===== src/rtl/spi_proto_pkg.sv =====
// SPI register access protocol
// frame widths, opcode encoding and slave FSM states

package spi_proto_pkg;

    //----------------------------------------------------------------------
    // frame layout
    //----------------------------------------------------------------------
    localparam int SPI_ADDR_BITS = 7;   // address field of the command byte
    localparam int SPI_CMD_BITS  = 8;   // opcode bit + address

    // carried in the command byte MSB
    typedef enum logic {
        SPI_OP_WRITE = 1'b0,
        SPI_OP_READ  = 1'b1
    } spi_op_t;

    //----------------------------------------------------------------------
    // slave FSM
    //----------------------------------------------------------------------
    typedef enum logic [1:0] {
        ST_IDLE = 2'd0,     // waiting for cs
        ST_CMD  = 2'd1,     // collecting command byte
        ST_DATA = 2'd2,     // 16 data bits
        ST_DONE = 2'd3      // frame complete, wait for cs release
    } spi_state_t;

endpackage


===== src/rtl/reg_map_pkg.sv =====
// User register map
// widths, addresses and constants of the host-visible registers

package reg_map_pkg;

    //----------------------------------------------------------------------
    // widths and types
    //----------------------------------------------------------------------
    localparam int REG_DW = 16;         // also the SPI data field length
    localparam int REG_AW = 7;

    typedef logic [REG_AW-1:0] reg_addr_t;
    typedef logic [REG_DW-1:0] reg_data_t;

    //----------------------------------------------------------------------
    // address map
    //----------------------------------------------------------------------
    localparam reg_addr_t REG_FW_TYPE   = 7'h00;  // read-only
    localparam reg_addr_t REG_PHY_RST   = 7'h01;
    localparam reg_addr_t REG_MDC       = 7'h02;
    localparam reg_addr_t REG_MDIO_DATA = 7'h03;
    localparam reg_addr_t REG_MDIO_DIR  = 7'h04;
    localparam reg_addr_t REG_MDIO_IN   = 7'h05;  // read-only, pin readback
    localparam reg_addr_t REG_TEST_BASE = 7'h10;

    // scratch words at 0x10..0x17
    localparam int TEST_COUNT    = 8;
    localparam int TEST_IDX_BITS = $clog2(TEST_COUNT);

    localparam int PHY_COUNT = 4;       // one reset bit per PHY

    localparam reg_data_t FW_TYPE_VALUE = 16'h0A51;

endpackage


===== src/rtl/spi_edge_if.sv =====
// SPI pin events
// sampled sck edges, chip select level and data bit in the reg_clk domain

interface spi_edge_if;

    logic sck_rise;     // one-cycle pulse
    logic sck_fall;     // one-cycle pulse
    logic cs_active;    // high while cs_n is low
    logic mosi_bit;

    modport src (
        output sck_rise, sck_fall, cs_active, mosi_bit
    );

    modport dst (
        input  sck_rise, sck_fall, cs_active, mosi_bit
    );

endinterface


===== src/rtl/reg_bus_if.sv =====
// Register bus
// single-cycle write strobe and combinational read data

interface reg_bus_if;

    import reg_map_pkg::*;

    reg_addr_t addr;        // stable from end of command to end of frame
    logic      wr_en;       // one-cycle pulse
    reg_data_t wr_data;
    reg_data_t rd_data;     // decode of addr

    modport master (
        output addr, wr_en, wr_data,
        input  rd_data
    );

    modport slave (
        input  addr, wr_en, wr_data,
        output rd_data
    );

endinterface


===== src/rtl/spi_pin_sync.sv =====
// SPI pin synchroniser
// brings sck, cs_n and mosi into reg_clk and emits sck edge pulses

module spi_pin_sync (
    input  logic    reg_clk,
    input  logic    rst_i,
    input  logic    spi_sck_i,
    input  logic    spi_cs_n_i,
    input  logic    spi_mosi_i,
    spi_edge_if.src edge_o
);

    logic [1:0] sck_sync;
    logic [1:0] cs_n_sync;
    logic [1:0] mosi_sync;
    logic       sck_prev;   // last synchronised sck level

    always_ff @(posedge reg_clk) begin
        if (rst_i) begin
            sck_sync         <= 2'b00;
            cs_n_sync        <= 2'b11;  // deselected
            mosi_sync        <= 2'b00;
            sck_prev         <= 1'b0;
            edge_o.sck_rise  <= 1'b0;
            edge_o.sck_fall  <= 1'b0;
            edge_o.cs_active <= 1'b0;
            edge_o.mosi_bit  <= 1'b0;
        end else begin
            sck_sync  <= {sck_sync[0], spi_sck_i};
            cs_n_sync <= {cs_n_sync[0], spi_cs_n_i};
            mosi_sync <= {mosi_sync[0], spi_mosi_i};
            sck_prev  <= sck_sync[1];

            // third stage keeps all four events aligned
            edge_o.sck_rise  <= sck_sync[1] & ~sck_prev;
            edge_o.sck_fall  <= ~sck_sync[1] & sck_prev;
            edge_o.cs_active <= ~cs_n_sync[1];
            edge_o.mosi_bit  <= mosi_sync[1];
        end
    end

    a_edge_excl: assert property (@(posedge reg_clk) disable iff (rst_i)
        !(edge_o.sck_rise && edge_o.sck_fall));

endmodule


===== src/rtl/spi_reg_slave.sv =====
// SPI register slave
// decodes command byte, issues register writes and shifts read data out

module spi_reg_slave (
    input  logic        reg_clk,
    input  logic        rst_i,
    spi_edge_if.dst     edge_i,
    reg_bus_if.master   bus_o,
    output logic        spi_miso_o
);

    import spi_proto_pkg::*;
    import reg_map_pkg::*;

    spi_state_t                state;
    logic [4:0]                bit_cnt;     // sck rising edges in this frame
    spi_op_t                   op_q;
    reg_addr_t                 addr_q;
    logic                      wr_en_q;
    logic [SPI_ADDR_BITS-1:0]  cmd_sr;      // first 7 command bits
    logic [SPI_CMD_BITS-1:0]   cmd_word;    // command incl. current bit
    reg_data_t                 rx_sr;
    reg_data_t                 tx_sr;
    logic                      cmd_last;
    logic                      frame_last;

    assign cmd_word   = {cmd_sr, edge_i.mosi_bit};
    assign cmd_last   = edge_i.sck_rise && (bit_cnt == 5'(SPI_CMD_BITS - 1));
    assign frame_last = edge_i.sck_rise && (bit_cnt == 5'(SPI_CMD_BITS + REG_DW - 1));

    //----------------------------------------------------------------------
    // frame FSM
    //----------------------------------------------------------------------
    always_ff @(posedge reg_clk) begin
        if (rst_i) begin
            state   <= ST_IDLE;
            bit_cnt <= '0;
            op_q    <= SPI_OP_WRITE;
            addr_q  <= '0;
            wr_en_q <= 1'b0;
        end else begin
            wr_en_q <= 1'b0;
            if (!edge_i.cs_active) begin
                state <= ST_IDLE;               // abort or normal end
            end else begin
                case (state)
                    ST_IDLE: begin
                        state   <= ST_CMD;
                        bit_cnt <= '0;
                    end
                    ST_CMD: begin
                        if (edge_i.sck_rise) begin
                            bit_cnt <= bit_cnt + 5'd1;
                        end
                        if (cmd_last) begin
                            op_q   <= spi_op_t'(cmd_word[SPI_CMD_BITS-1]);
                            addr_q <= cmd_word[SPI_ADDR_BITS-1:0];
                            state  <= ST_DATA;
                        end
                    end
                    ST_DATA: begin
                        if (edge_i.sck_rise) begin
                            bit_cnt <= bit_cnt + 5'd1;
                        end
                        if (frame_last) begin
                            state   <= ST_DONE;
                            wr_en_q <= (op_q == SPI_OP_WRITE);  // fires in ST_DONE
                        end
                    end
                    ST_DONE: state <= ST_DONE;  // hold until cs released
                    default: state <= ST_IDLE;
                endcase
            end
        end
    end

    //----------------------------------------------------------------------
    // shift registers
    //----------------------------------------------------------------------
    always_ff @(posedge reg_clk) begin
        if (state == ST_CMD && edge_i.sck_rise) begin
            cmd_sr <= cmd_word[SPI_ADDR_BITS-1:0];
        end
        if (state == ST_DATA && edge_i.sck_rise) begin
            rx_sr <= {rx_sr[REG_DW-2:0], edge_i.mosi_bit};
        end

        if (state == ST_CMD && cmd_last) begin
            tx_sr <= bus_o.rd_data;             // MSB on miso from here
        end else if (state == ST_DATA && edge_i.sck_fall
                     && bit_cnt != 5'(SPI_CMD_BITS)) begin
            tx_sr <= {tx_sr[REG_DW-2:0], 1'b0}; // MSB held until host samples it
        end
    end

    // address is live during the command byte so rd_data is ready at bit 8
    assign bus_o.addr    = (state == ST_CMD) ? cmd_word[SPI_ADDR_BITS-1:0] : addr_q;
    assign bus_o.wr_en   = wr_en_q;
    assign bus_o.wr_data = rx_sr;

    assign spi_miso_o = edge_i.cs_active && (state == ST_DATA || state == ST_DONE)
                        && tx_sr[REG_DW-1];

    a_wr_single: assert property (@(posedge reg_clk) disable iff (rst_i)
        bus_o.wr_en |=> !bus_o.wr_en);

    a_wr_opcode: assert property (@(posedge reg_clk) disable iff (rst_i)
        bus_o.wr_en |-> op_q == SPI_OP_WRITE && state == ST_DONE);

endmodule


===== src/rtl/reg_file.sv =====
// User register file
// PHY reset and bit-banged MDIO registers plus scratch words

module reg_file (
    input  logic                            reg_clk,
    input  logic                            rst_i,
    reg_bus_if.slave                        bus_i,
    input  logic                            mdio_i,
    output logic [reg_map_pkg::PHY_COUNT-1:0] phy_rst_o,
    output logic                            mdc_o,
    output logic                            mdio_o,
    output logic                            mdio_oe_o
);

    import reg_map_pkg::*;

    logic [PHY_COUNT-1:0]     phy_rst_q;
    logic                     mdc_q;
    logic                     mdio_data_q;
    logic                     mdio_dir_q;
    reg_data_t                test_mem [TEST_COUNT];
    reg_addr_t                test_off;
    logic                     test_hit;
    logic [TEST_IDX_BITS-1:0] test_idx;
    logic [1:0]               mdio_sync;    // async pin

    assign test_off = bus_i.addr - REG_TEST_BASE;   // wraps high below base
    assign test_hit = (test_off < TEST_COUNT);
    assign test_idx = test_off[TEST_IDX_BITS-1:0];

    //----------------------------------------------------------------------
    // write decode
    //----------------------------------------------------------------------
    always_ff @(posedge reg_clk) begin
        if (rst_i) begin
            phy_rst_q   <= '0;
            mdc_q       <= 1'b0;
            mdio_data_q <= 1'b0;
            mdio_dir_q  <= 1'b0;
            test_mem    <= '{default: '0};
        end else if (bus_i.wr_en) begin
            case (bus_i.addr)
                REG_PHY_RST:   phy_rst_q   <= bus_i.wr_data[PHY_COUNT-1:0];
                REG_MDC:       mdc_q       <= bus_i.wr_data[0];
                REG_MDIO_DATA: mdio_data_q <= bus_i.wr_data[0];
                REG_MDIO_DIR:  mdio_dir_q  <= bus_i.wr_data[0];
                default: begin
                    if (test_hit) begin
                        test_mem[test_idx] <= bus_i.wr_data;
                    end
                end
            endcase
        end
    end

    always_ff @(posedge reg_clk) begin
        mdio_sync <= {mdio_sync[0], mdio_i};
    end

    //----------------------------------------------------------------------
    // read mux
    //----------------------------------------------------------------------
    always_comb begin
        bus_i.rd_data = '0;                 // unmapped reads as zero
        case (bus_i.addr)
            REG_FW_TYPE:   bus_i.rd_data = FW_TYPE_VALUE;
            REG_PHY_RST:   bus_i.rd_data = reg_data_t'(phy_rst_q);
            REG_MDC:       bus_i.rd_data = reg_data_t'(mdc_q);
            REG_MDIO_DATA: bus_i.rd_data = reg_data_t'(mdio_data_q);
            REG_MDIO_DIR:  bus_i.rd_data = reg_data_t'(mdio_dir_q);
            REG_MDIO_IN:   bus_i.rd_data = reg_data_t'(mdio_sync[1]);
            default: begin
                if (test_hit) begin
                    bus_i.rd_data = test_mem[test_idx];
                end
            end
        endcase
    end

    assign phy_rst_o = phy_rst_q;
    assign mdc_o     = mdc_q;
    assign mdio_o    = mdio_data_q;
    assign mdio_oe_o = mdio_dir_q;      // drives the board tristate

    a_phy_rst_wr: assert property (@(posedge reg_clk) disable iff (rst_i)
        (bus_i.wr_en && bus_i.addr == REG_PHY_RST)
        |=> phy_rst_o == $past(bus_i.wr_data[PHY_COUNT-1:0]));

endmodule


===== src/rtl/spi_ctrl_top.sv =====
// SPI register access top level
// pin synchroniser, SPI slave and register file on one clock

module spi_ctrl_top (
    input  logic                              reg_clk,
    input  logic                              rst_i,
    input  logic                              spi_sck_i,
    input  logic                              spi_cs_n_i,
    input  logic                              spi_mosi_i,
    output logic                              spi_miso_o,
    input  logic                              mdio_i,
    output logic [reg_map_pkg::PHY_COUNT-1:0] phy_rst_o,
    output logic                              mdc_o,
    output logic                              mdio_o,
    output logic                              mdio_oe_o
);

    spi_edge_if spi_edge ();
    reg_bus_if  reg_bus ();

    spi_pin_sync spi_pin_sync_inst (
        .reg_clk    (reg_clk),
        .rst_i      (rst_i),
        .spi_sck_i  (spi_sck_i),
        .spi_cs_n_i (spi_cs_n_i),
        .spi_mosi_i (spi_mosi_i),
        .edge_o     (spi_edge.src)
    );

    spi_reg_slave spi_reg_slave_inst (
        .reg_clk    (reg_clk),
        .rst_i      (rst_i),
        .edge_i     (spi_edge.dst),
        .bus_o      (reg_bus.master),
        .spi_miso_o (spi_miso_o)
    );

    reg_file reg_file_inst (
        .reg_clk    (reg_clk),
        .rst_i      (rst_i),
        .bus_i      (reg_bus.slave),
        .mdio_i     (mdio_i),
        .phy_rst_o  (phy_rst_o),
        .mdc_o      (mdc_o),
        .mdio_o     (mdio_o),
        .mdio_oe_o  (mdio_oe_o)
    );

endmodule


===== config.mk =====
export PLATFORM = sky130hd
export DESIGN_NAME = spi_ctrl_top
export DESIGN_NICKNAME = d
export VERILOG_FILES = /design/src/rtl/spi_proto_pkg.sv /design/src/rtl/reg_map_pkg.sv /design/src/rtl/spi_edge_if.sv /design/src/rtl/reg_bus_if.sv /design/src/rtl/spi_pin_sync.sv /design/src/rtl/spi_reg_slave.sv /design/src/rtl/reg_file.sv /design/src/rtl/spi_ctrl_top.sv
export SDC_FILE = /design/constraint.sdc
export NUM_CORES = 1
export LEC_CHECK = 0
export BUFFER_PORTS_ARGS = -buffer_cell sky130_fd_sc_hd__buf_4
export CAP_MARGIN = 5
export CORE_ASPECT_RATIO = 0.6
export CORE_UTILIZATION = 40
export CTS_CLUSTER_SIZE = 10
export DETAILED_ROUTE_END_ITERATION = 10
export PLACE_DENSITY = 0.66
export RECOVER_POWER = 25
export SLEW_MARGIN = 5
export SYNTH_ARGS = -nofsm -noshare
export SYNTH_HDL_FRONTEND = slang
export SYNTH_SLANG_ARGS = --single-unit

===== constraint.sdc =====
create_clock -name reg_clk -period 4.29 [get_ports reg_clk]
set_input_delay 0.429 -clock reg_clk [delete_from_list [all_inputs] [get_ports reg_clk]]
set_output_delay 0.429 -clock reg_clk [all_outputs]
set_load 0.03 [all_outputs]

==> metrics.txt <==
FFs w/ async S/R, synth 0%; layout cells sized above 1 9.04%; top post-synthesis cells by area dfxtp_1 (37%), mux2i_1 (19%), edfxtp_1 (13%); metal3 WL 1280 um; # DRC 0; largest net degree at the start of global routing 105; global-route wire length before repair 32900 um; area added between synthesis and finish 8.83%; routability cong. 0.811; multi-input logic area 4080 um2; synthesized cell area 8960 um2; Slew @ Worst Pin 2.19 ns; syn avg cell area 10.4 um2; DPL Wire Length 13300 um; DR vias 6176; crit path DAT 3.77 ns; DRT Pass-1 Iters 5; Setup crit end kind flip-flop; Fin Setup TNS 0 ns; DRT Wirelength 20900 um; clk buf depth 3; die width 195 um; Worst-path clk slew 0.06 ns; Ys Warns 0; highest metal used met4; grt total ovfl 0; Post-synth EDFFs 39; pins over their slew limit 105; vias per inst 5.46; peak supply drop 452 uV; Hold Path Class in2reg; Final nets 855; clk sinks 203; synth unique cells 54; CTS Buf Count 24; Clock Latency Late Sink 0.53 ns; # IOs 14; Period minus WS final 3.45 ns; FMAX 290 MHz; synthesized instance count 858; initial antenna violation count 0; CP required 4.61 ns; Setup Skew 0.0146 ns; WL met2 7840 um; pwr/cell area 391 nW/um2; total power 3.81 mW; wl on met1 11500 um; worst rel slew slack -45.9%; startpoint type of the worst setup path flip-flop; Core Region 21500 um2; WL/cell 18.5 um; Hold Vio Cnt, Final 0; WS Path Type reg2reg; number of global-route vias before repair 5608; top cells by count, synth mux2i_1 (167), dfxtp_1 (164), nor2_1 (154); largest area contributor in the synthesized netlist dfxtp_1; RSZ-0062 raised after global routing no; GRT Total Usage 18.1%; Die Y-Extent 118 um; antenna cells 0; post-synthesis sequential area ratio 49.7%; CTS tree yes; count leader, synth mux2i_1; postcts setup bufs 0; Synth top area share 36.7%; leak pwr 4.04 nW; run status finished, violations left; Synth Flop Type dfxtp_1; Die ar. 23000 um2; # setup viols final 0; FF+latch area 4450 um2; IO Port Bufs 13; failing checks max-capacitance violations, max-slew violations; worst-path maximum fanout 29; antenna viol nets, final 0; flops & latches, synth 203; Post-Syn Nets 873; Final period util 80.5%; Row Count 41; Initial DRC Count 481; hold_buf cts 1; Initial Util 41.7%; Clock Root Buffer clkbuf_16; CTS H-Tree Depth 1; fill count 1986; post-cts sizing count 0; Max Cap Violations 1
==> cell type report <==
type	instances	share of cell area, %
Clock inverter	2	0.398
Multi-Input combinational cell	578	41.8
Sequential cell	203	45.7
Inverter	8	0.308
Tap cell	279	3.58
Clock buffer	36	6.62
Timing Repair Buffer	25	1.58
==> cell usage in the layout (no fill, tap or decap), types with 3 or more instances in the layout <==
| cell type | netlist | final |
|---|---|---|
| nor2b_1 | 9 | 9 |
| o21ai_1 | 9 | 9 |
| nor2_1 | 154 | 154 |
| and3_1 | 3 | 3 |
| o2111ai_4 | 3 | 3 |
| clkbuf_16 | 0 | 24 |
| clkbuf_1 | 32 | 21 |
| mux4_2 | 7 | 7 |
| o21ai_0 | 14 | 14 |
| ha_1 | 9 | 9 |
| nand3_1 | 23 | 23 |
| nand2_1 | 66 | 66 |
| inv_1 | 8 | 8 |
| a22oi_1 | 5 | 5 |
| nand4_1 | 8 | 8 |
| buf_4 | 4 | 13 |
| a32oi_1 | 6 | 6 |
| a221o_1 | 7 | 7 |
| o22ai_1 | 7 | 7 |
| mux2i_1 | 167 | 167 |
| nor3_1 | 6 | 6 |
| nand2b_1 | 5 | 5 |
| nand3b_1 | 4 | 4 |
| mux2_2 | 16 | 16 |
| edfxtp_1 | 39 | 39 |
| dfxtp_1 | 164 | 164 |
| xor2_1 | 3 | 3 |
| a21oi_1 | 15 | 15 |
==> power by group <==
| group | internal (mW) | total (mW) | switching, mW |
|---|---|---|---|
| Sequential | 1.94 | 1.94 | 0.00326 |
| Combinational | 0.0129 | 0.0512 | 0.0383 |
| Clock | 1.04 | 1.82 | 0.780 |
| Total | 2.99 | 3.81 | 0.821 |
==> metal layers <==
metal  up-vias  global-route usage, %
met1      3038                   29.9
met2       148                   23.5
met4         0                   3.59
met5         -                      0
li1       2966                      -
met3        24                   3.50
==> sequential cells by signal, indices dropped and copies added (netlist names) <==
| signal | cells |
|---|---|
| reg_file_inst.mdio_sync | 2 |
| spi_pin_sync_inst.edge_o.sck_fall | 1 |
| reg_file_inst.mdio_oe_o | 1 |
| spi_reg_slave_inst.addr_q | 7 |
| spi_reg_slave_inst.bit_cnt | 5 |
| spi_pin_sync_inst.sck_sync | 2 |
| reg_file_inst.test_mem | 128 |
| reg_file_inst.mdio_o | 1 |
| spi_reg_slave_inst.bus_o.wr_data | 16 |
| spi_reg_slave_inst.op_q | 1 |
| spi_pin_sync_inst.edge_o.sck_rise | 1 |
| reg_file_inst.mdc_o | 1 |
| spi_pin_sync_inst.cs_n_sync | 2 |
| reg_file_inst.phy_rst_o | 4 |
| spi_pin_sync_inst.mosi_sync | 2 |
| spi_pin_sync_inst.edge_o.cs_active | 1 |
| spi_pin_sync_inst.sck_prev | 1 |
| spi_pin_sync_inst.edge_o.mosi_bit | 1 |
| spi_reg_slave_inst.bus_o.wr_en | 1 |
| spi_reg_slave_inst.state | 2 |
| spi_reg_slave_inst.tx_sr | 16 |
| spi_reg_slave_inst.cmd_sr | 7 |
==> worst max-delay path, stage by stage (launching register included) <==
cell and delay [ns]:
dfxtp_1 0.42, ha_1 0.51, buf_4 0.30, mux2_2 0.63, nor2_1 0.38, o2111ai_4 0.54, mux2i_1 0.38, nor2_1 0.07
==> final timing paths <==
path / from / endpoint / slack [ns] / cells past startpoint
worst max-delay path: spi_reg_slave_inst.state[0] / reg_file_inst.test_mem[106] / 0.84 / 7
worst min-delay path: spi_cs_n_i / spi_pin_sync_inst.cs_n_sync[0] / 0.08 / 2
worst max register to register: spi_reg_slave_inst.state[0] / reg_file_inst.test_mem[106] / 0.84 / 7
worst min register to register: reg_file_inst.mdio_sync[0] / reg_file_inst.mdio_sync[1] / 0.33 / 0
==> through the flow <==
step                setup slack, ns  hold slack, ns  area [um2]  cells  utilization (%)
global route                  0.654          0.0659        9750   1131             45.4
global placement               1.01           0.317        9090   1092             42.3
detailed placement            0.932           0.320        9090   1092             42.3
floorplan                      1.14           0.310        8960    858                -
finish                        0.837          0.0797        9750   1131             45.4
CTS                           0.888          0.0636        9780   1131             45.5
==> cells by family after synthesis <==
family	Yosys count	synth area share, %
AND/OR/NAND/NOR	294	14.6
multiplexers	191	22.6
adder cells (fa/ha/maj)	9	1.26
AO/OA/AOI/OAI	81	6.70
XOR/XNOR	3	0.293
buffers and inverters	77	4.83
flip-flops	203	49.7
Power figures use the tool's default switching activity.
